### src/logic/fetch_pkg.sv
package fetch_pkg;

   ////////////////////////////////////////////////////////////
   // fetch geometry
   ////////////////////////////////////////////////////////////

   // program counter width, word addressed
   localparam int pc_w = 16;

   // slots fetched per cycle
   localparam int group_n = 4;

   // unresolved branch count
   typedef logic [1:0] bcnt_t;

   // at most two branches in flight
   localparam bcnt_t max_inflight = 2'd2;

   // one bit per slot, msb is slot 0 (oldest)
   typedef logic [group_n-1:0] slot_mask_t;

   // bit 1 votes for the first branch, bit 0 for the second
   typedef logic [1:0] pred_pair_t;

endpackage

### src/logic/isa_pkg.sv
package isa_pkg;

   ////////////////////////////////////////////////////////////
   // instruction word, 16 bits, two decode views
   ////////////////////////////////////////////////////////////

   // same bits read as a conditional branch or as a jump
   typedef union packed {
      // branch view
      struct packed {
         // 2'b10 marks a branch
         logic [1:0]         cls;
         // zero condition means not a branch
         logic [1:0]         cond;
         // pc-relative, from the slot address
         logic signed [11:0] offset;
      } br;
      // jump view
      struct packed {
         // all ones marks a jump
         logic [3:0] opcode;
         // absolute target for immediate jumps
         logic [9:0] target;
         // zero mode is the immediate form, else register jump
         logic [1:0] mode;
      } jmp;
   } inst_word_u;

   // opcode field of any jump
   localparam logic [3:0] op_jump = 4'hF;

   // class field of a conditional branch
   localparam logic [1:0] cls_branch = 2'b10;

   // all zeros, neither branch nor jump
   localparam logic [15:0] nop_word = 16'h0000;

endpackage

### src/logic/imem_arbiter.sv
module imem_arbiter #(
   parameter int mem_depth_log2 = 10
) (
   input  logic                         clk,
   input  logic                         rst_n,
   input  logic                         load_we,
   input  logic [mem_depth_log2-1:0]    load_addr,
   input  isa_pkg::inst_word_u          load_data,
   input  logic [fetch_pkg::pc_w-1:0]   fetch_pc,
   output logic [mem_depth_log2-1:0]    mem_addr,
   output logic                         mem_we,
   output isa_pkg::inst_word_u          mem_wdata,
   output logic                         fetch_stall
);

   // port owner encoding
   localparam logic own_fetch = 1'b0;
   localparam logic own_load  = 1'b1;

   logic grant;
   logic owner_q;

   // loader always wins
   assign grant = load_we ? own_load : own_fetch;

   assign mem_addr    = (grant == own_load) ? load_addr : fetch_pc[mem_depth_log2-1:0];
   assign mem_we      = (grant == own_load);
   assign mem_wdata   = load_data;
   // fetch loses only this cycle
   assign fetch_stall = (grant == own_load);

   // owner of the previous cycle
   always_ff @(posedge clk or negedge rst_n) begin
      if (!rst_n) begin
         owner_q <= own_fetch;
      end else begin
         owner_q <= grant;
      end
   end

   // pc frozen across a load cycle
   a_load_holds_pc: assert property (@(posedge clk) disable iff (!rst_n)
      (owner_q == own_load) |-> (fetch_pc == $past(fetch_pc)));

endmodule

### config.mk
export PLATFORM = sky130hd
export DESIGN_NAME = imem_arbiter
export DESIGN_NICKNAME = d
export VERILOG_FILES = /design/src/logic/fetch_pkg.sv /design/src/logic/isa_pkg.sv /design/src/logic/imem_arbiter.sv
export SDC_FILE = /design/constraint.sdc
export NUM_CORES = 1
export LEC_CHECK = 0
export BUFFER_PORTS_ARGS = -buffer_cell sky130_fd_sc_hd__clkbuf_2
export CELL_PAD_IN_SITES_DETAIL_PLACEMENT = 1
export CELL_PAD_IN_SITES_GLOBAL_PLACEMENT = 1
export CORE_MARGIN = 3
export CORE_UTILIZATION = 13
export DETAILED_ROUTE_END_ITERATION = 16
export PLACE_DENSITY_LB_ADDON = 0.08
export SLEW_MARGIN = 15
export SYNTH_ARGS = -nofsm -noshare
export SYNTH_HDL_FRONTEND = slang
export SYNTH_SLANG_ARGS = --single-unit
### constraint.sdc
create_clock -name vclk -period 0.8
set_input_delay 0.04 -clock vclk [all_inputs]
set_output_delay 0.04 -clock vclk [all_outputs]
set_load 0.02 [all_outputs]
After elaboration in Yosys (flattened, before gate mapping)
Cells that the tools add are included.
Word-level totals
  flip-flop bits (word level): 0
  output and inout bits: 28
  word-level logic and storage cells: 2
Operators by class
  mux-type cells: 2
Operators with widths (number)
  two-way mux 10 bit: 1
  two-way mux 1 bit: 1

Logic depth before layout (Yosys ltp)
Gate-level depths: netlist of the first run.
  depth in word-level cells: 2
  depth in mapped cells: 2
  gate-level depth less buffers: 1

Worst setup path after synthesis of the first run
OpenSTA, ideal clock, no wires.
  kind: in2out
  from: input load_we
  to: output mem_addr[0]
  arrival time: 0.523 ns
  required time: 0.760 ns
  setup slack: 0.237 ns
  stages on the path: 2
  cells stage by stage: buf_6 mux2_4
On the way
  word-level cells in the longest chain between the ends: 2
Ends and longest elaborated chain
  from (decl): line imem_arbiter.sv:6  | input logic load_we,
  two-way mux 1 bit: line imem_arbiter.sv:24  | assign grant = load_we ? own_load : own_fetch;
  two-way mux 10 bit: line imem_arbiter.sv:26  | assign mem_addr = (grant == own_load) ? load_addr : fetch_pc[mem_depth_log2-1:0];
  to (decl): line imem_arbiter.sv:10  | output logic [mem_depth_log2-1:0] mem_addr,
No other way between the ends.

Worst setup path after layout of the first run
  from: input load_we
  to: output mem_addr[4]
The elaborated chain is that of the path after synthesis.

==> results.tsv, run 1 <==
metric	value	unit
maxCapViolCount	0	
cpMaxStageDelayCell	mux2_4	
die_w	53.76	microns
timing.critical_path.buf_inv	3	
io_buffers	33	
rows	16	
dr.pass1.iters	1	
crit_arrival	0.74	ns
rsz0062_at_grt	false	
combinationalPowerShare	100.0	%
min_period	0.7843	ns
worst_hold_path_type	input pin to output port	
p_leak	0.2512	nW
drv_slew	0	
yosys_warnings	0	
final_util	20.75	%
grt_max_degree	9	
antenna_found_initial	0	
met3_length	187	microns
intPower	0.1705	mW
setup_viol	0	
area_growth	44.30	%
place_congestion	0.5478	
vdd_drop_max	0.1250	mV
p_clk_share	0	%
wl_met2	553	microns
topRoutingLayerUsed	met4	
cp_top_family	buffers and inverters	
num-nets-final	93	
synth_seq_area_share	0	%
power.density	677.8	nW/um^2
overflow	0	
ant_nets	0	
core-area	2062	sq um
routedWlPerCell	13.12	microns
synthesis.area	296.5	sq um
crit_type	input pin to output port	
fin_crit_sh	98.04	%
cp.required	0.76	ns
synth_cell_types	3	
power	0.2901	mW
m1WireLength	182	microns
maxSlewHeadroom	91.79	%
grt_pass1_vias	257	
avgSynthCellArea	10.23	sq um
pwr-share-seq	0	%
fmax	1.275	GHz
num_io_pins	73	
n_clock_buffer	0	
tightest_slew	0.1237	ns
p_sw	0.1195	mW
endpoint_kind	output port	
drive_gt1_share	100.0	%
routed_wl	958	microns
vias	245	
status	complete, no violations	
synth.net_count	74	
track_usage	5.594	%
num_antenna_cells	0	
die_area	2890	sq um
tns	0	ns
die_h	53.76	microns
crit_fanout	8	
dp_hpwl	891.8	microns
critical_path.cell_chain	buf_4 -> buf_12 -> mux2_4 -> clkbuf_2	
grt_pass1_wl	1255	microns
drt_iter0_markers	0	
drc	0	
swShare	41.20	%
synthCells	29	
flops_and_latches	0	
register_area	0	sq um
critPathMaxStageDelay	0.29	ns
hold_violations	0	
cp-start-kind	input pin	
via_per_inst	3.356	
initial_core_util	14.38	%
layer usage:
metal	up-vias	track usage (%)
met5	-	0
met4	0	3.404
met3	10	2.770
met2	21	10.89
met1	101	4.248
li1	113	-
cells in the mapped netlist:
cell	instances	share of area, %
mux2_4	10	51
buf_4	18	46
buf_6	1	3.8
layout by cell type, fill, tap and decap left out, drive strengths merged:
cell type  synthesis  layout
clkbuf             0      25
mux2              10      10
buf               19      11
final timing paths:
kind / from / slack, ns / end / cells past startpoint
worst min-delay path: load_data[11] / 0.08 / mem_wdata[11] / 0
worst max-delay path: load_we / 0.02 / mem_addr[4] / 4
repair_timing:
| action | in CTS | in global routing |
|---|---|---|
| hold buffers | 0 | 0 |
| gates resized for setup | 0 | 22 |
| setup endpoints to repair | 0 | 9 |
| buffers inserted | 0 | 1 |
kinds of logic after synthesis:
| kind of cell | count (synthesis) | share of synthesized area, % |
|---|---|---|
| mux | 10 | 50.63 |
| buf+inv | 19 | 49.37 |
area by class of cell:
type               instances  area, sq um
multi-input cells         10        150.1
well taps                 27        33.78
repair buffers            36        244.0
fillers                  249         1634
power groups by stage:
stage	clock network, mW	registers (mW)	logic, mW
global route	0	0	0.309
global placement	0	0	0.249
finish	0	0	0.290
CTS	0	0	0.254
floorplan	0	0	0.271
detailed placement	0	0	0.253
metrics by stage:
step	cells	setup slack (ns)	hold slack [ns]	area (sq um)
finish	73	0.01566	0.08001	427.9
global route	73	0.002619	0.08005	427.9
CTS	72	0.002121	0.08025	376.6
detailed placement	72	0.002378	0.08025	376.6
global placement	72	0.01063	0.08025	376.6
floorplan	29	0.2368	0.1926	296.5
Note: power is estimated with default switching activity, not from simulation.
==> run 2, diff against run 1 <==
--- a/config.mk
+++ b/config.mk
@@ -11,3 +11,3 @@
 export CORE_MARGIN = 3
-export CORE_UTILIZATION = 13
+export CORE_UTILIZATION = 12
 export DETAILED_ROUTE_END_ITERATION = 16
==> constraint.sdc (replaced) <==
create_clock -name vclk -period 0.9
set_input_delay 0.045 -clock vclk [all_inputs]
set_output_delay 0.045 -clock vclk [all_outputs]
set_load 0.005 [all_outputs]
==> run 2 against run 1 <==
Effect of this change:
- worst setup slack gained 0.13 ns
- first-iteration DRC count grew 1
- combinational power shrank 39%
- routed wire length shrank 5.4%
- sequential share of layout area is the same
- sequential cell count is the same
- global-route usage is essentially flat
- critical path depth is the same
- critical path type unchanged
==> results.tsv, run 2 (synthesis gave the netlist of run 1 again) <==
metric	value	unit
status	complete, no violations	
num-nets-final	92	
postCtsResizedCells	0	
place_ws	0.1238	ns
use_met3	1.624	%
grt_pass1_wl	1449	microns
crit_fanout	9	
stdcell_count	73	
grt_max_degree	10	
via_per_inst	3.438	
die_area	3104	sq um
ant_nets	0	
tns	0	ns
drive_gt1_share	100.0	%
holdWs	0.09000	ns
postCtsSetupBuffers	0	
n_clock_buffer	0	
min_from	load_data[5]	
routed_wl	906	microns
crit_start	load_we	
fmax	1.318	GHz
routedWlPerCell	12.41	microns
dp.cells	73	
grt_busiest_layer	met2	
final_common_cell	clkbuf_2	
maxCapViolCount	0	
holdBufCountCts	0	
cp-start-kind	input pin	
num_io_pins	73	
grt_pass1_vias	304	
cp_common_cell	clkbuf_2	
critical_path.cell_chain	clkbuf_2 -> buf_12 -> mux2_4 -> clkbuf_2	
die_w	55.71	microns
die_h	55.71	microns
worst_hold_path_type	input pin to output port	
setup_viol	0	
register_area	0	sq um
place_congestion	0.6497	
vias	251	
fin_crit_sh	84.31	%
hold_violations	0	
core-area	2276	sq um
track_usage	5.585	%
initial_core_util	13.03	%
use_met1	4.533	%
dp_hpwl	834.3	microns
num_antenna_cells	0	
layout_common_cells	33 x clkbuf_2, 10 x mux2_4, 1 x buf_12, 1 x buf_4	
drv_slew	0	
area_growth	27.43	%
drc	0	
crit_type	input pin to output port	
rows	17	
whs_path_depth	0	
io_buffers	33	
setup_ws	0.1412	ns
power.density	465.0	nW/um^2
cpMaxStageDelayCell	mux2_4	
tightest_slew	0.07840	ns
overflow	0	
dr.pass1.iters	2	
crit_arrival	0.71	ns
rsz0062_at_grt	false	
cp.required	0.85	ns
critPathMaxStageDelay	0.30	ns
p_leak	0.2334	nW
final_util	16.60	%
drt_iter0_markers	1	
maxSlewHeadroom	94.77	%
min_period	0.7588	ns
endpoint_kind	output port	
grtUsageMet2	11.49	%
antenna_found_initial	0	
vdd_drop_max	0.09324	mV
flops_and_latches	0	
==> run 2: power breakdown <==
| part | internal [mW] | switching [mW] |
|---|---|---|
| combinational | 0.120 | 0.0553 |
| sequential | 0 | 0 |
| clock | 0 | 0 |
| total | 0.120 | 0.0553 |
==> run 2: final timing paths <==
path / endpoint
worst max-delay path: mem_addr[6]
worst min-delay path: mem_wdata[5]
==> run 2: cell type report <==
class	instances	area [sq um]
Tap cell	28	35.03
Timing Repair Buffer	35	192.7
Multi-Input combinational cell	10	150.1
Fill cell	280	1898
==> run 2: critical path: cells and delay by family <==
family	cells	cell delay, ns
buffers and inverters	3	0.36
multiplexers	1	0.30
==> run 2: per-stage QoR <==
step           power, mW  area (sq um)
2_1_floorplan     0.1450         296.5
3_3_place_gp      0.1769         377.9
3_5_place_dp      0.1814         377.9
4_1_cts           0.1816         377.9
5_1_grt           0.1927         377.9
6_report          0.1757         377.9
==> run 2: layer usage <==
metal / wire length, microns / up-vias / share of wire (%)
met2: 510 / 21 / 56
met1: 247 / 106 / 27
met5: 0 / - / 0
li1: - / 110 / -
met3: 109 / 14 / 12
met4: 39 / 0 / 4.3
