File: config.mk
export PLATFORM = sky130hd
export DESIGN_NAME = pc_sequencer
export DESIGN_NICKNAME = d
export VERILOG_FILES = /design/src/logic/fetch_pkg.sv /design/src/logic/isa_pkg.sv /design/src/logic/pc_sequencer.sv
export SDC_FILE = /design/constraint.sdc
export NUM_CORES = 1
export LEC_CHECK = 0
export ABC_AREA = 1
export BUFFER_PORTS_ARGS = -buffer_cell sky130_fd_sc_hd__buf_4
export CORE_MARGIN = 1
export CORE_UTILIZATION = 50
export CTS_BUF_LIST = sky130_fd_sc_hd__clkbuf_16
export CTS_CLUSTER_DIAMETER = 30
export DETAILED_ROUTE_END_ITERATION = 10
export PLACE_DENSITY = 0.81
export SLEW_MARGIN = 20
export SYNTH_ARGS = -nofsm -noshare
export SYNTH_HDL_FRONTEND = slang
export SYNTH_SLANG_ARGS = --single-unit
File: constraint.sdc
create_clock -name clk -period 2.9 [get_ports clk]
set_input_delay 0.87 -clock clk [delete_from_list [all_inputs] [get_ports clk]]
set_output_delay 0.87 -clock clk [all_outputs]
set_load 0.1 [all_outputs]
File: src/logic/fetch_pkg.sv
package fetch_pkg;

   ////////////////////////////////////////////////////////////
   // fetch geometry
   ////////////////////////////////////////////////////////////

   // program counter width, word addressed
   localparam int pc_w = 16;

   // slots fetched per cycle
   localparam int group_n = 4;

   // unresolved branch count
   typedef logic [1:0] bcnt_t;

   // at most two branches in flight
   localparam bcnt_t max_inflight = 2'd2;

   // one bit per slot, msb is slot 0 (oldest)
   typedef logic [group_n-1:0] slot_mask_t;

   // bit 1 votes for the first branch, bit 0 for the second
   typedef logic [1:0] pred_pair_t;

endpackage

File: src/logic/isa_pkg.sv
package isa_pkg;

   ////////////////////////////////////////////////////////////
   // instruction word, 16 bits, two decode views
   ////////////////////////////////////////////////////////////

   // same bits read as a conditional branch or as a jump
   typedef union packed {
      // branch view
      struct packed {
         // 2'b10 marks a branch
         logic [1:0]         cls;
         // zero condition means not a branch
         logic [1:0]         cond;
         // pc-relative, from the slot address
         logic signed [11:0] offset;
      } br;
      // jump view
      struct packed {
         // all ones marks a jump
         logic [3:0] opcode;
         // absolute target for immediate jumps
         logic [9:0] target;
         // zero mode is the immediate form, else register jump
         logic [1:0] mode;
      } jmp;
   } inst_word_u;

   // opcode field of any jump
   localparam logic [3:0] op_jump = 4'hF;

   // class field of a conditional branch
   localparam logic [1:0] cls_branch = 2'b10;

   // all zeros, neither branch nor jump
   localparam logic [15:0] nop_word = 16'h0000;

endpackage

File: src/logic/pc_sequencer.sv
module pc_sequencer (
   input  logic                       clk,
   input  logic                       rst_n,
   input  logic                       pcsel_hold,
   input  logic [fetch_pkg::pc_w-1:0] pc_seq,
   input  fetch_pkg::slot_mask_t      tkn_mask,
   input  fetch_pkg::slot_mask_t      imm_jmp_mask,
   input  isa_pkg::inst_word_u        instruction0,
   input  isa_pkg::inst_word_u        instruction1,
   input  isa_pkg::inst_word_u        instruction2,
   input  isa_pkg::inst_word_u        instruction3,
   output logic [fetch_pkg::pc_w-1:0] pc
);
   import isa_pkg::*;
   import fetch_pkg::*;

   inst_word_u      word [group_n];
   logic            br_hit;
   logic            jmp_hit;
   logic [pc_w-1:0] br_tgt;
   logic [pc_w-1:0] jmp_tgt;

   assign word[0] = instruction0;
   assign word[1] = instruction1;
   assign word[2] = instruction2;
   assign word[3] = instruction3;

   ////////////////////////////////////////////////////////////
   // redirect targets, oldest hit wins
   ////////////////////////////////////////////////////////////

   always_comb begin
      br_hit  = 1'b0;
      jmp_hit = 1'b0;
      br_tgt  = pc_seq;
      jmp_tgt = pc_seq;
      for (int i = 0; i < group_n; i++) begin
         // slot address plus sign-extended offset
         if (tkn_mask[group_n-1-i] && !br_hit) begin
            br_hit = 1'b1;
            br_tgt = pc + pc_w'(i) + pc_w'(word[i].br.offset);
         end
         // absolute target, zero-extended
         if (imm_jmp_mask[group_n-1-i] && !jmp_hit) begin
            jmp_hit = 1'b1;
            jmp_tgt = pc_w'(word[i].jmp.target);
         end
      end
   end

   // one step per edge
   always_ff @(posedge clk or negedge rst_n) begin
      if (!rst_n) begin
         pc <= '0;
      end else if (pcsel_hold) begin
         pc <= pc_seq;
      end else if (br_hit) begin
         pc <= br_tgt;
      end else if (jmp_hit) begin
         pc <= jmp_tgt;
      end else begin
         pc <= pc_seq;
      end
   end

   // filter leaves at most one taken branch per group
   a_single_taken: assert property (@(posedge clk) disable iff (!rst_n)
      $onehot0(tkn_mask));

endmodule

Word level (Yosys, flattened, before mapping)

Index checks and enable logic that the tools add are counted.

Input port bits: 91
Register bits: 16
Word-level logic and storage cells: 39
Output and inout bits: 16

Reductions and logical operators: 12
Mux-type cells: 19
Add/sub/neg operators: 7

Operators by type and width:

| kind                                          | number |
|---|---|
| two-way mux 16 bit                            | 11 |
| adder 16 bit                                  | 4 |
| adder 16 x 2 -> 16 bit, second input constant | 2 |
| adder 16 x 1 -> 16 bit, second input constant | 1 |
| two-way mux 1 bit                             | 8 |
| logical AND 1 bit                             | 6 |
| zero test 1 bit                               | 6 |

Logic depth before layout (Yosys ltp)

Depth after elaboration: 13
Mapped depth: 21

Least setup slack after synthesis

Ideal clock, no wire load.

Kind: register -> register
From: reg pc[1] (netlist bit)
To: reg pc[11] (netlist bit)
Path slack: -297 ps
Data required time: 2784 ps
Cell stages (with the launch flop): 19
Arrival: 3081 ps
Path buffers: 0
Path through: dfrtp_1 > inv_1 > ha_1 > inv_1 > ha_1 > inv_1 > fa_1 > o21ai_2 > nand2_1 > nand2_1 > inv_1 > o21ai_2 > nand2_1 > nand3_1 > nand3_1 > nand2_1 > nand2_1 > nand2_1 > nand2_1

Longest elaborated chain between the ends: 7
Elaborated cells on any way between the ends: 13

Ends and longest elaborated chain:

| what                                                   | RTL line                               | RTL |
|---|---|---|
| start, declared                                        | pc_sequencer.sv:12                     | `output logic [fetch_pkg::pc_w-1:0] pc` |
| start signal, assigned                                 | pc_sequencer.sv:56                     | `pc <= pc_seq;` |
| start signal, assigned                                 | pc_sequencer.sv:58                     | `pc <= br_tgt;` |
| start signal, assigned                                 | pc_sequencer.sv:60                     | `pc <= jmp_tgt;` |
| adder 16 x 1 -> 16 bit or adder 16 bit (tied branches) | pc_sequencer.sv:41                     | `br_tgt = pc + pc_w'(i) + pc_w'(word[i].br.offset);` |
| adder 16 bit or two-way mux 16 bit (tied branches)     | pc_sequencer.sv:41, pc_sequencer.sv:39 |  |
| two-way mux 16 bit (2 in series)                       | pc_sequencer.sv:39                     | `if (tkn_mask[group_n-1-i] && !br_hit) begin` |
| two-way mux 16 bit *                                   | pc_sequencer.sv:39                     |  |
| two-way mux 16 bit *                                   | pc_sequencer.sv:57                     | `end else if (br_hit) begin` |
| two-way mux 16 bit *                                   | pc_sequencer.sv:55                     | `end else if (pcsel_hold) begin` |

Every way passes the cells marked *; elsewhere a longest branch is shown, timed or not.

Worst setup path in the final report

From: in instruction3[1] (netlist bit)
To: reg pc[7] (netlist bit)

Longest elaborated chain between the ends: 4

Ends and longest elaborated chain:

| what               | RTL line           | RTL |
|---|---|---|
| start, declared    | pc_sequencer.sv:11 | `input isa_pkg::inst_word_u instruction3,` |
| adder 16 bit       | pc_sequencer.sv:41 |  |
| two-way mux 16 bit | pc_sequencer.sv:39 |  |
| two-way mux 16 bit | pc_sequencer.sv:57 |  |
| two-way mux 16 bit | pc_sequencer.sv:55 |  |

Every way passes these cells.

==> flow_metrics.tcl <==
set metrics [dict create \
    pwr_density_cell_mw_per_mm2 517 \
    postCtsHoldBufs 0 \
    fin_setup_tns_ps 0 \
    slew_viol_final 0 \
    criticalPathCategory "in -> reg" \
    grt_overflow 0 \
    fin_nets 1179 \
    drt_iter0_markers 430 \
    htree_levels 1 \
    drive_gt1_frac 0.151 \
    irDropWorstVdd_mv 0.228 \
    area_growth_pct 20.1 \
    cap_violations 0 \
    cts_buffer_depth 2 \
    clock_skew_ps 1.99 \
    top_register "pc" \
    firstDrtPassIters 5 \
    crit_top_cell "nand2_2" \
    synth-seq-cells 16 \
    tightest_slew_ps 426 \
    grt_first_pass_wirelength_um 27600 \
    place_congestion 0.981 \
    ys_seq_area_frac 0.0770 \
    core_sq_mm 0.00991 \
    yosys-top-cells-area "ha_1, nand2_1, inv_1" \
    synth.top_cell.area_share 0.212 \
    final_hold_viol_count 0 \
    crit_arrival_ps 2920 \
    antenna_left 0 \
    reg_top3 "pc x16" \
    synthesis.nets 1077 \
    synth_area_leader_cell "ha_1" \
    fmax_mhz 363 \
    p_leak_uw 0.00360 \
    cp.required_ps 3070 \
    antenna_cells 0 \
    async_flop_share 1.00 \
    cp_num_buf_inv 6 \
    io_pins 107 \
    ff2ff_path_depth 17 \
    finalSetupViolations 0 \
    synthTopCellsByCount "nand2_1, inv_1, ha_1, nand3_1, a21oi_1" \
    post_drt_wl_per_cell_um 14.8 \
    syn-cell-area_sq_mm 0.00520 \
    dpl.hpwl_um 14400 \
    reg2reg_setup_slack_ps 320 \
    initial_utilization 0.524 \
    worst_setup_path_start_kind "input port" \
    grt_max_degree 17 \
    cp_top_family "adder cells" \
    register_area_sq_um 403 \
    timing.critical_path.cells "buf_4, inv_1, ha_1, inv_1, ha_4, inv_2, fa_2, inv_2, nand2_2, nand2_2, nand2_1, nand2_2, a21oi_1, o21bai_2, buf_4, o21ai_0, a21o_1, a31oi_1" \
    post-route-min-period_ps 2750 \
    relSlewSlack 0.715 \
    clockRootBuffer "clkbuf_16" \
    fin_crit_sh 0.949 \
    yosysWarnings 0 \
    hp-class "in -> async" \
    die_x_um 104 \
    dieHeight_um 104 \
    crit_cells 18 \
    fillers 998 \
    synth_cells 894 \
    antenna_found_initial 0 \
    endpoint_kind "flip-flop" \
    critical-path-max-stage-delay_ps 330 \
    yosysMostFrequentCell "nand2_1" \
    drc 0 \
    slowest_stage "fa_2" \
    synth_top_flop_cell "dfrtp_1" \
    synth.avg_cell_area_sq_um 5.81 \
    clk_latency_ps 250 \
    die_area_sq_mm 0.0108 \
    finalWirelength_um 16700 \
    r2r-start "pc[1]" \
    largest_register_ff_count 16 \
    crit_fanout 2 \
    r2r-end "pc[7]" \
    outcome "complete, no violations" \
    clk_pin_slew_worst_paths_ps 50 \
    vias_per_cell 5.52 \
    multi_input_area_sq_mm 0.00428 \
    vias 6224 \
    portBuffers 90 \
    synthDistinctLibCells 43 \
    grt_pass1_vias 5833 \
    dp.cells 1124 \
    cts_tree "done" \
    synth_edf_count 0 \
    track_usage 0.314 \
    num_rows 36 \
    fin_cells 1128 \
    cts_sinks 16 \
    cts_buffers 3 \
]
## worst reg2reg max path: stages (launching register included)
cell      delay (ps)
dfrtp_2          460
inv_1            100
ha_1             270
inv_1             80
ha_4             140
inv_2             40
fa_2             330
inv_2             70
nand2_2           60
nand2_2           60
nand2_1           50
nand2_2           70
a21oi_1           70
o21bai_2         200
buf_4            150
o21ai_0           60
a21o_1           170
a31oi_1          130
## power breakdown
group / switching (uW) / internal (uW)
Sequential: 97.0 / 264
Combinational: 1650 / 939
Clock: 88.9 / 183
## worst max path at each step
stage,slack (ps),to,start
global route,-3,pc[15],instruction3[1]
CTS,30,pc[15],instruction3[1]
global placement,-250,pc[15],instruction3[1]
floorplan,3,pc[11],instruction2[1]
finish,150,pc[7],instruction3[1]
detailed placement,-320,pc[15],instruction3[1]
## layout by cell type, fill, tap and decap left out, types with 2 or more instances in the layout
cell type and instances:
o21bai_1 4, nor2_4 3, dfrtp_2 2, nand3b_1 7, o211ai_1 5, o221ai_1 4
or2_2 7, xor2_1 13, xnor2_1 4, nand2_1 286, fa_1 2, a31oi_1 7
nor2_8 2, a221oi_1 2, buf_4 109, o21ai_2 2, clkinv_1 2, inv_1 122
ha_1 87, nand3_2 2, o32ai_1 2, inv_2 8, clkbuf_16 3, fa_2 2
nor3_1 6, a21o_1 6, and3_1 4, nand2_2 4, o21ai_0 55, a21oi_1 64
dfrtp_1 14, nand4_1 5, nor2_1 53, nand3_1 83
## stage by stage
| stage | setup WS (ps) | hold WS [ps] | utilization | power (uW) | instance area (sq um) |
|---|---|---|---|---|---|
| 6_report | 146 | 475 | 0.630 | 3230 | 6240 |
| 5_1_grt | -2.82 | 491 | 0.630 | 3550 | 6240 |
| 4_1_cts | 27.0 | 480 | 0.626 | 3170 | 6210 |
| 3_5_place_dp | -324 | 743 | 0.618 | 2890 | 6120 |
| 3_3_place_gp | -249 | 743 | 0.618 | 2840 | 6120 |
| 2_1_floorplan | 2.75 | 574 | - | 2200 | 5200 |
## logic make-up (layout without fill, tap and decap cells)
family,after synthesis,in the layout,synth area share
AOI/OAI and AO/OA,158,158,0.173
buffers and inverters,144,245,0.108
and+or+nand+nor,467,467,0.386
xor gates and xnor gates,17,17,0.0286
DFF,16,16,0.0770
adders and majority gates,92,92,0.227
## final cells by class
cell class,instances,share of cell area
Tap cell,133,0.0267
Clock buffer,3,0.0120
Clock inverter,1,0.000602
Inverter,132,0.0798
Multi-Input combinational cell,734,0.685
Sequential cell,16,0.0646
Timing Repair Buffer,109,0.131
## repair_timing
item / in CTS / in global routing
setup buffers: 0 / 0
setup endpoints to repair: 2 / 5
gates resized for setup: 3 / 11
pin swaps: 3 / 9
## layer usage
metal	part of all wire	vias up	track usage
met2	0.46	211	0.547
li1	-	3176	-
met4	0.026	0	0.0969
met3	0.069	36	0.0169
met1	0.45	2801	0.414
met5	0	-	0
No activity file was read; power rests on OpenSTA's default activity.
