### config.mk
export PLATFORM = sky130hd
export DESIGN_NAME = group_filter
export DESIGN_NICKNAME = d
export VERILOG_FILES = /design/src/logic/fetch_pkg.sv /design/src/logic/isa_pkg.sv /design/src/logic/group_filter.sv
export SDC_FILE = /design/constraint.sdc
export NUM_CORES = 1
export LEC_CHECK = 0
export ABC_CLOCK_PERIOD_IN_PS = 4700
export BUFFER_PORTS_ARGS = -buffer_cell sky130_fd_sc_hd__buf_4
export CAP_MARGIN = 20
export CORE_ASPECT_RATIO = 0.7
export CORE_MARGIN = 1
export CORE_UTILIZATION = 36
export CTS_BUF_LIST = sky130_fd_sc_hd__clkbuf_8
export DETAILED_ROUTE_END_ITERATION = 12
export PLACE_DENSITY = 0.81
export REMOVE_ABC_BUFFERS = 1
export SYNTH_ARGS = -nofsm -noshare
export SYNTH_HDL_FRONTEND = slang
export SYNTH_SLANG_ARGS = --single-unit
### constraint.sdc
create_clock -name clk -period 4.7 [get_ports clk]
set_input_delay 0.94 -clock clk [delete_from_list [all_inputs] [get_ports clk]]
set_output_delay 0.94 -clock clk [all_outputs]
set_load 0.05 [all_outputs]
### src/logic/fetch_pkg.sv
package fetch_pkg;

   ////////////////////////////////////////////////////////////
   // fetch geometry
   ////////////////////////////////////////////////////////////

   // program counter width, word addressed
   localparam int pc_w = 16;

   // slots fetched per cycle
   localparam int group_n = 4;

   // unresolved branch count
   typedef logic [1:0] bcnt_t;

   // at most two branches in flight
   localparam bcnt_t max_inflight = 2'd2;

   // one bit per slot, msb is slot 0 (oldest)
   typedef logic [group_n-1:0] slot_mask_t;

   // bit 1 votes for the first branch, bit 0 for the second
   typedef logic [1:0] pred_pair_t;

endpackage

### src/logic/isa_pkg.sv
package isa_pkg;

   ////////////////////////////////////////////////////////////
   // instruction word, 16 bits, two decode views
   ////////////////////////////////////////////////////////////

   // same bits read as a conditional branch or as a jump
   typedef union packed {
      // branch view
      struct packed {
         // 2'b10 marks a branch
         logic [1:0]         cls;
         // zero condition means not a branch
         logic [1:0]         cond;
         // pc-relative, from the slot address
         logic signed [11:0] offset;
      } br;
      // jump view
      struct packed {
         // all ones marks a jump
         logic [3:0] opcode;
         // absolute target for immediate jumps
         logic [9:0] target;
         // zero mode is the immediate form, else register jump
         logic [1:0] mode;
      } jmp;
   } inst_word_u;

   // opcode field of any jump
   localparam logic [3:0] op_jump = 4'hF;

   // class field of a conditional branch
   localparam logic [1:0] cls_branch = 2'b10;

   // all zeros, neither branch nor jump
   localparam logic [15:0] nop_word = 16'h0000;

endpackage

### src/logic/group_filter.sv
module group_filter (
   input  logic                       clk,
   input  logic                       rst_n,
   input  logic [fetch_pkg::pc_w-1:0] pc,
   input  isa_pkg::inst_word_u        inst0,
   input  isa_pkg::inst_word_u        inst1,
   input  isa_pkg::inst_word_u        inst2,
   input  isa_pkg::inst_word_u        inst3,
   input  logic                       stall_for_jump,
   input  logic                       stall_fetch,
   input  fetch_pkg::pred_pair_t      pred_to_pcsel,
   input  logic                       decr_count,
   input  logic                       mispred_num,
   output logic                       update_bpred,
   output fetch_pkg::slot_mask_t      brnch_mask,
   output fetch_pkg::slot_mask_t      imm_jmp_mask,
   output fetch_pkg::slot_mask_t      tkn_mask,
   output logic                       pcsel_hold,
   output logic [fetch_pkg::pc_w-1:0] pc_seq,
   output isa_pkg::inst_word_u        instruction0,
   output isa_pkg::inst_word_u        instruction1,
   output isa_pkg::inst_word_u        instruction2,
   output isa_pkg::inst_word_u        instruction3,
   output logic                       brch_full
);
   import isa_pkg::*;
   import fetch_pkg::*;

   // slot-ordered views, index 0 is the oldest
   inst_word_u         slot [group_n];
   logic [group_n-1:0] is_br;
   logic [group_n-1:0] is_jmp;
   logic [group_n-1:0] is_imm;
   logic [group_n-1:0] third_hit;
   logic [group_n-1:0] nop;
   logic [group_n-1:0] taken;

   logic       stall;
   logic       hold;
   logic       block;
   logic [2:0] ord;
   bcnt_t      bcnt;
   bcnt_t      incr;
   bcnt_t      dec;
   bcnt_t      bcnt_nxt;
   logic [2:0] sum;

   assign slot[0] = inst0;
   assign slot[1] = inst1;
   assign slot[2] = inst2;
   assign slot[3] = inst3;

   // both stalls kill the whole group
   assign stall = stall_fetch || stall_for_jump;

   ////////////////////////////////////////////////////////////
   // per-slot decode
   ////////////////////////////////////////////////////////////

   always_comb begin
      for (int i = 0; i < group_n; i++) begin
         is_br[i]  = (slot[i].br.cls == cls_branch) && (slot[i].br.cond != 2'b00);
         is_jmp[i] = (slot[i].jmp.opcode == op_jump);
         is_imm[i] = is_jmp[i] && (slot[i].jmp.mode == 2'b00);
      end
   end

   ////////////////////////////////////////////////////////////
   // no-op chain, oldest slot first
   ////////////////////////////////////////////////////////////

   always_comb begin
      block = stall || hold;
      // raw branches seen before this slot
      ord   = '0;
      incr  = '0;
      for (int i = 0; i < group_n; i++) begin
         // in-flight plus earlier group branches already at the cap
         third_hit[i] = !block && is_br[i] && (({1'b0, bcnt} + ord) >= 3'(max_inflight));
         nop[i]       = block || third_hit[i];
         // first branch takes vote bit 1, second takes bit 0
         taken[i]     = !nop[i] && is_br[i] &&
                        ((ord == 3'd0) ? pred_to_pcsel[1] :
                         (ord == 3'd1) ? pred_to_pcsel[0] : 1'b0);
         if (!nop[i] && is_br[i]) begin
            incr = incr + 1'b1;
         end
         if (is_br[i]) begin
            ord = ord + 1'b1;
         end
         // everything younger dies
         block = nop[i] || is_jmp[i] || taken[i];
      end
   end

   // slot-ordered vectors onto msb-first masks
   always_comb begin
      for (int i = 0; i < group_n; i++) begin
         brnch_mask[group_n-1-i]   = is_br[i];
         imm_jmp_mask[group_n-1-i] = is_imm[i] && !nop[i];
         tkn_mask[group_n-1-i]     = taken[i];
      end
   end

   assign update_bpred = |(is_br & ~nop);

   ////////////////////////////////////////////////////////////
   // in-flight branch count and hold
   ////////////////////////////////////////////////////////////

   // retire removes one, two on a misprediction
   assign dec = decr_count ? (mispred_num ? 2'd2 : 2'd1) : 2'd0;
   assign sum = {1'b0, bcnt} + {1'b0, incr};

   always_comb begin
      if (sum <= {1'b0, dec}) begin
         bcnt_nxt = '0;
      end else if ((sum - {1'b0, dec}) > {1'b0, max_inflight}) begin
         bcnt_nxt = max_inflight;
      end else begin
         bcnt_nxt = bcnt_t'(sum - {1'b0, dec});
      end
   end

   always_ff @(posedge clk or negedge rst_n) begin
      if (!rst_n) begin
         bcnt <= '0;
      end else begin
         bcnt <= bcnt_nxt;
      end
   end

   // third branch parks fetch until a retire
   always_ff @(posedge clk or negedge rst_n) begin
      if (!rst_n) begin
         hold <= 1'b0;
      end else if (decr_count) begin
         hold <= 1'b0;
      end else if (|third_hit) begin
         hold <= 1'b1;
      end
   end

   assign brch_full = hold;

   ////////////////////////////////////////////////////////////
   // next pc hint and filtered words
   ////////////////////////////////////////////////////////////

   assign pcsel_hold = stall || hold || (|third_hit);

   // restart at the third branch, else fall through
   always_comb begin
      pc_seq = pc + pc_w'(group_n);
      for (int i = group_n - 1; i >= 0; i--) begin
         if (third_hit[i]) begin
            pc_seq = pc + pc_w'(i);
         end
      end
      // register jump in slot 0 waits here
      if (stall || hold || is_jmp[0]) begin
         pc_seq = pc;
      end
   end

   assign instruction0 = nop[0] ? nop_word : inst0;
   assign instruction1 = nop[1] ? nop_word : inst1;
   assign instruction2 = nop[2] ? nop_word : inst2;
   assign instruction3 = nop[3] ? nop_word : inst3;

   a_count_cap: assert property (@(posedge clk) disable iff (!rst_n)
      bcnt <= max_inflight);

   // a killed slot kills every younger slot
   a_nop_tail: assert property (@(posedge clk) disable iff (!rst_n)
      ((nop << 1) & ~nop) == '0);

endmodule

Word-level counts from Yosys, hierarchy flattened:

Cells that the tools add are included.
Widths: inputs -> output; s select.

* $add $sub $neg: 14
* order comparisons: 6
* equal/unequal tests: 11
* mux-type cells: 28
* bitwise operators: 2
* reductions and logical operators: 64

Operator list (count)
* $mux 16: 9
* $add 16x2->16 const B: 2
* $logic_and 1x1->1: 28
* $add 16x1->16 const B: 1
* $add 16x3->16 const B: 1
* $eq 4x4->1 const B: 4
* $logic_or 1x1->1: 14
* $mux 2: 7
* $mux 1: 10
* $reduce_bool 2->1: 5
* $add 2x3->3: 3
* $eq 3x1->1 const B: 3
* $ge 3x2->1 const B: 3
* $logic_not 3->1: 3
* $eq 2x2->1 const B: 4
* $logic_not 1->1: 8
* $logic_not 2->1: 4
* $reduce_or 4->1: 2
* $add 2x1->2 const B: 3
* $add 3x1->3 const B: 2
* $mux 3: 2
* $and 4x4->4: 1
* $not 4->4: 1
* $add 2x2->3: 1
* 4 further kinds: 4

* bits in registers: 3

Longest topological paths before layout:

* word-level depth: 38
* gate-level depth with buffers: 22
* depth with buffers taken out: 21

Least setup slack after synthesis:

Ideal clock, no wire load.

* path type: input to output
* from: in inst0[14] in the netlist's numbering
* to: out pc_seq[3] in the netlist's numbering
* arrival: 5.515 ns
* slack: -1.755 ns
* stages: 13
* buffers on the path: 2
* cell sequence: nand2b_1 -> nor2_1 -> inv_1 -> ha_1 -> buf_2 -> nand2_1 -> fa_1 -> a211oi_1 -> nand2_1 -> nor3_1 -> buf_2 -> nor3_1 -> o32ai_1

* cells in the longest elaborated chain, start to end: 33
* elaborated cells between the ends (all ways): 57
* classes of those cells: 5 x add/sub; 3 x order compare; 4 x eq/ne; 12 x mux; 33 x reduce/logical

Ends and longest elaborated chain
* start: declaration: line group_filter.sv:5 `input isa_pkg::inst_word_u inst0,`
* $eq 2x2->1 *: line group_filter.sv:62 `is_br[i] = (slot[i].br.cls == cls_branch) && (slot[i].br.cond != 2'b00);`
* $logic_and 1x1->1 *: line group_filter.sv:62
* named net brnch_mask[3]: line group_filter.sv:15 `output fetch_pkg::slot_mask_t brnch_mask,`
* parallel branches: the longest is 29 deep, another holds $add 3x1->3
* $mux 16 *: line group_filter.sv:156 `if (third_hit[i]) begin`
* $mux 16 *: line group_filter.sv:161 `if (stall || hold || is_jmp[0]) begin`
* end: declaration: line group_filter.sv:19 `output logic [fetch_pkg::pc_w-1:0] pc_seq,`

Mark *: on every way through the listed nets, which the timed path passes.

Final worst setup path:

* from: in inst1[13] in the netlist's numbering
* to: out pc_seq[11] in the netlist's numbering

* cells in the longest elaborated chain, start to end: 25
* elaborated cells between the ends (all ways): 39
* classes of those cells: 3 x add/sub; 2 x order compare; 2 x eq/ne; 9 x mux; 23 x reduce/logical

Ends and longest elaborated chain
* start: declaration: line group_filter.sv:6 `input isa_pkg::inst_word_u inst1,`
* parallel branches: the longest is 22 deep, another holds $add 3x1->3
* $mux 16 * (2 in series): line group_filter.sv:156
* $mux 16 *: line group_filter.sv:161

Mark *: on every way between the ends.

==> results.txt <==
The path class of the tightest hold or removal check is in -> async. The length of routed met3 wiring is approximately 1200 um. For this design the static power due to leakage is between 2 and 2.5 nW. By area, the combinational part of the netlist is dominated by simple AND/OR/NAND/NOR gates. Setup violations remaining at the end of the flow were counted as 13. The area of the mapped netlist is between 0.002 and 0.0025 sq mm. The most used flip-flop cell after synthesis is dfrtp_1. The routed layout has ~3600 vias. The number of flops mapped to enable cells by yosys is 0.

The number of warnings issued by yosys came out at 0. The largest net degree at the start of global routing is 18. Summing the areas of all compound-gate instances in the mapped netlist gives about a quarter of the synthesized area.

The tightest hold margin is 0.503 ns. The total number of H-tree levels came out at 1. The initial detailed-routing violation count is ~380. The initial antenna violation count is 0. The clock latency reported for the late side of the worst-skew pair came out at about 0.22 ns. The maximum net fanout on the critical path is 8. The number of clock buffers inserted by TritonCTS came out at 3. The internal power component came out at roughly 0.34 mW.

The global placement routability congestion came out at 0.975. For this design the total switching power over the nets is between 0.4 and 0.5 mW. The die covers 0.00635 sq mm. The detailed-route DRC error count is 0.

The number of vias per cell after detailed routing came out at between 5 and 6. In the post-route analysis, the smallest setup slack over all paths is -0.206 ns. The share of power burned in registers is approximately 6.3%. The synthesized netlist devotes under 10% of its cell area to XOR and XNOR gates. The reported max-cap violation count came out at 0.

After synthesis, the share of flip-flops with an asynchronous set or reset is 100%. The post-synthesis sequential element count came out at 3. The initial core utilization came out at 37.7%. The routed length per instance came out at around 17 um. The top cell type's share of synthesized area came out at 19.6%. Setup repair after global routing could not meet its margin everywhere. The data required time at the worst endpoint came out at around 3.8 ns. The number of different library cells in the post-synthesis netlist is 61. In this run the horizontal extent of the chip is between 90 and 100 um. In this run the clock root is driven by a clkbuf_8. The final hold violation count came out at 0.

The final clock skew came out at between 0.002 and 0.0025 ns. The share of power burned in combinational logic is a little over four fifths. The switching part of the total power is between 50% and 60%.

The layout filler cell count came out at around 430. The post-DP HPWL came out at between 8000 and 9000 um. The multiplexer fraction of the synthesized cell area is less than 1%.

The number of buffers added on ports came out at 182. In the final timing run, aggregate negative setup slack is -1.14 ns. The worst setup path is of the in -> out kind.

The final wirelength came out at between 10000 and 15000 um. The simple-gate share of the synthesized area came out at roughly 50%. The clock slew seen by the registers of the worst setup and hold paths came out at around 0.030 ns. The fraction of layout instances using a drive strength above 1 is 54.2%.

The count of nets left with antenna violations after detail routing came out at 0. The maximum buffer depth of the clock tree came out at 2. The max-slew violation count came out at 0. The antenna diode instance count came out at 0.

STA classifies the critical path startpoint as an input pin. The flow ran to the end, but the final reports show violations. The share of total power in the clock network is slightly above 10%. The count of pins on the block boundary came out at ~180. The worst-case IR drop observed on VDD is ~0.18 mV. The count of mapped cells out of synthesis came out at between 300 and 400. The fraction of the core area covered by cells at the end of the flow came out at between 70% and 80%. The global-route wire length before repair came out at 15000 um. The mean cell area of the mapped netlist came out at approximately 6.7 sq um. The total track usage came out at 30.1%.

The final reports fail on setup timing. The library cell used most frequently in the layout, excluding fill and tap cells, is buf_4. The wire length on met2 is approximately 5200 um. The region available for standard cell placement spans around 0.0058 sq mm. After synthesis, the cell types taking the most area are and2_1 20%, ha_1 7.5%, xnor2_1 5.2%. The number of global-route vias before repair is ~3100. The tree built by TritonCTS fans out to 3 sinks.

The highest achievable clock rate is 204 MHz. The synthesis-to-layout area growth is 102%. In the layout the commonest cells are 222 x buf_4, 66 x and2_1, 25 x nand2_1. The worst setup path is captured at an output port. The final layout contains between 600 and 700 nets. In this run, post-CTS hold repair placed 0 buffers. The highest layer touched by signal routing is met4.

The total congestion overflow after global routing came out at 0. The largest total area in the synthesized netlist belongs to and2_1. At the pin with the least slew margin, the transition time is slightly below 0.8 ns. The worst relative slew slack came out at 48.5%. The power density of the placed cells came out at 172 mW/mm^2.

The row count came out at 23. The met1 layer wirelength in the final routing is approximately 4200 um. TritonCTS built the clock tree.

The synthesized netlist devotes between 10 and 15% of its cell area to adder and majority cells. The share of the yosys chip area belonging to registers is under 10%. The fraction of the cycle the final worst path needs came out at 104%. The die is about 67 um tall.

Before antenna repair, the detailed router went through 5 iterations. The critical path data arrival time came out at 3.97 ns. Counting I/O delays and the setup requirement, the final critical path takes around 4.9 ns.
## per-layer routing
metal / vias up / global-route usage (%)
met5: - / 0
met4: 0 / 4.17
met3: 45 / 3.54
met2: 284 / 52.8
met1: 1614 / 40.3
li1: 1617 / -
## worst max-delay path, stage by stage
cell	delay, ns
buf_6	0.09
or2_4	0.25
nand2_4	0.09
inv_1	0.07
ha_2	0.21
nand2_1	0.09
o21ai_1	0.11
fa_2	0.41
nor4_4	0.30
o31ai_4	0.12
nor2b_2	0.16
buf_6	0.16
a21oi_2	0.08
buf_4	0.15
o21a_1	0.21
o211ai_1	0.25
buf_4	0.25
## stage by stage
step / setup WS, ns / instance area, sq um / total power, mW / std cells
6_report: -0.206 / 4380 / 0.756 / 628
5_1_grt: -0.242 / 4380 / 0.792 / 628
4_1_cts: -0.0794 / 4180 / 0.698 / 625
3_5_place_dp: -0.420 / 3920 / 0.595 / 613
3_3_place_gp: -0.278 / 3920 / 0.583 / 613
2_1_floorplan: -1.99 / 2110 / 0.373 / 310
## Yosys cell counts (4+ instances only)
master	count
o21ai_0	7
nor4_1	8
xnor2_1	13
ha_1	13
and2_1	68
nand3_1	9
nand2_1	27
nor2b_1	6
a21o_1	4
nand4_1	9
inv_1	20
a211oi_1	4
o211ai_1	9
and3_1	4
nor2_1	20
a21oi_1	18
nor3_1	8
fa_1	4
clkbuf_1	8
## state kept, by name, indices dropped and copies added, names as in the netlist
signal and count:
brch_full 1, bcnt 2
## path summary, 6_finish.rpt
check                      startpoint  slack [ns]          to  cells after the start
setup / recovery            inst1[13]       -0.21  pc_seq[11]                     17
hold / removal                  rst_n        0.50     bcnt[0]                      1
setup reg to reg              bcnt[1]        0.52     bcnt[0]                     12
hold reg to reg             brch_full        0.67   brch_full                      2
max in group asynchronous       rst_n        4.10   brch_full                      1
min in group clk            brch_full        0.67   brch_full                      2
## power groups by stage
stage	Sequential, mW	Clock, mW	Combinational, mW
finish	0.0473	0.0760	0.632
global route	0.0481	0.0783	0.666
CTS	0.0462	0.0752	0.577
detailed placement	0.0461	0	0.549
global placement	0.0459	0	0.537
floorplan	0.0442	0	0.329
## logic make-up after synthesis
family / after synthesis
xor+xnor: 14
mux: 1
fa+ha+maj: 17
flops: 3
buf+inv: 33
compound gates: 71
simple gates: 184
## repair_timing
item                                    CTS  global route
buffers inserted                          8             4
pin swaps                                24            30
endpoints found under the setup margin   22            21
gates cloned                              0             0
resized for setup                        34            38
## final cells by class
cell class	count	area, sq um	area share (%)
multi-input cells	287	2240	51.0
clock buffers	3	41.3	0.942
clock inverters	1	3.75	0.0856
well taps	75	93.8	2.14
flip-flops and latches	3	75.1	1.71
repair buffers	239	1860	42.4
inverters	20	75.1	1.71
Power figures use the tool's default switching activity.
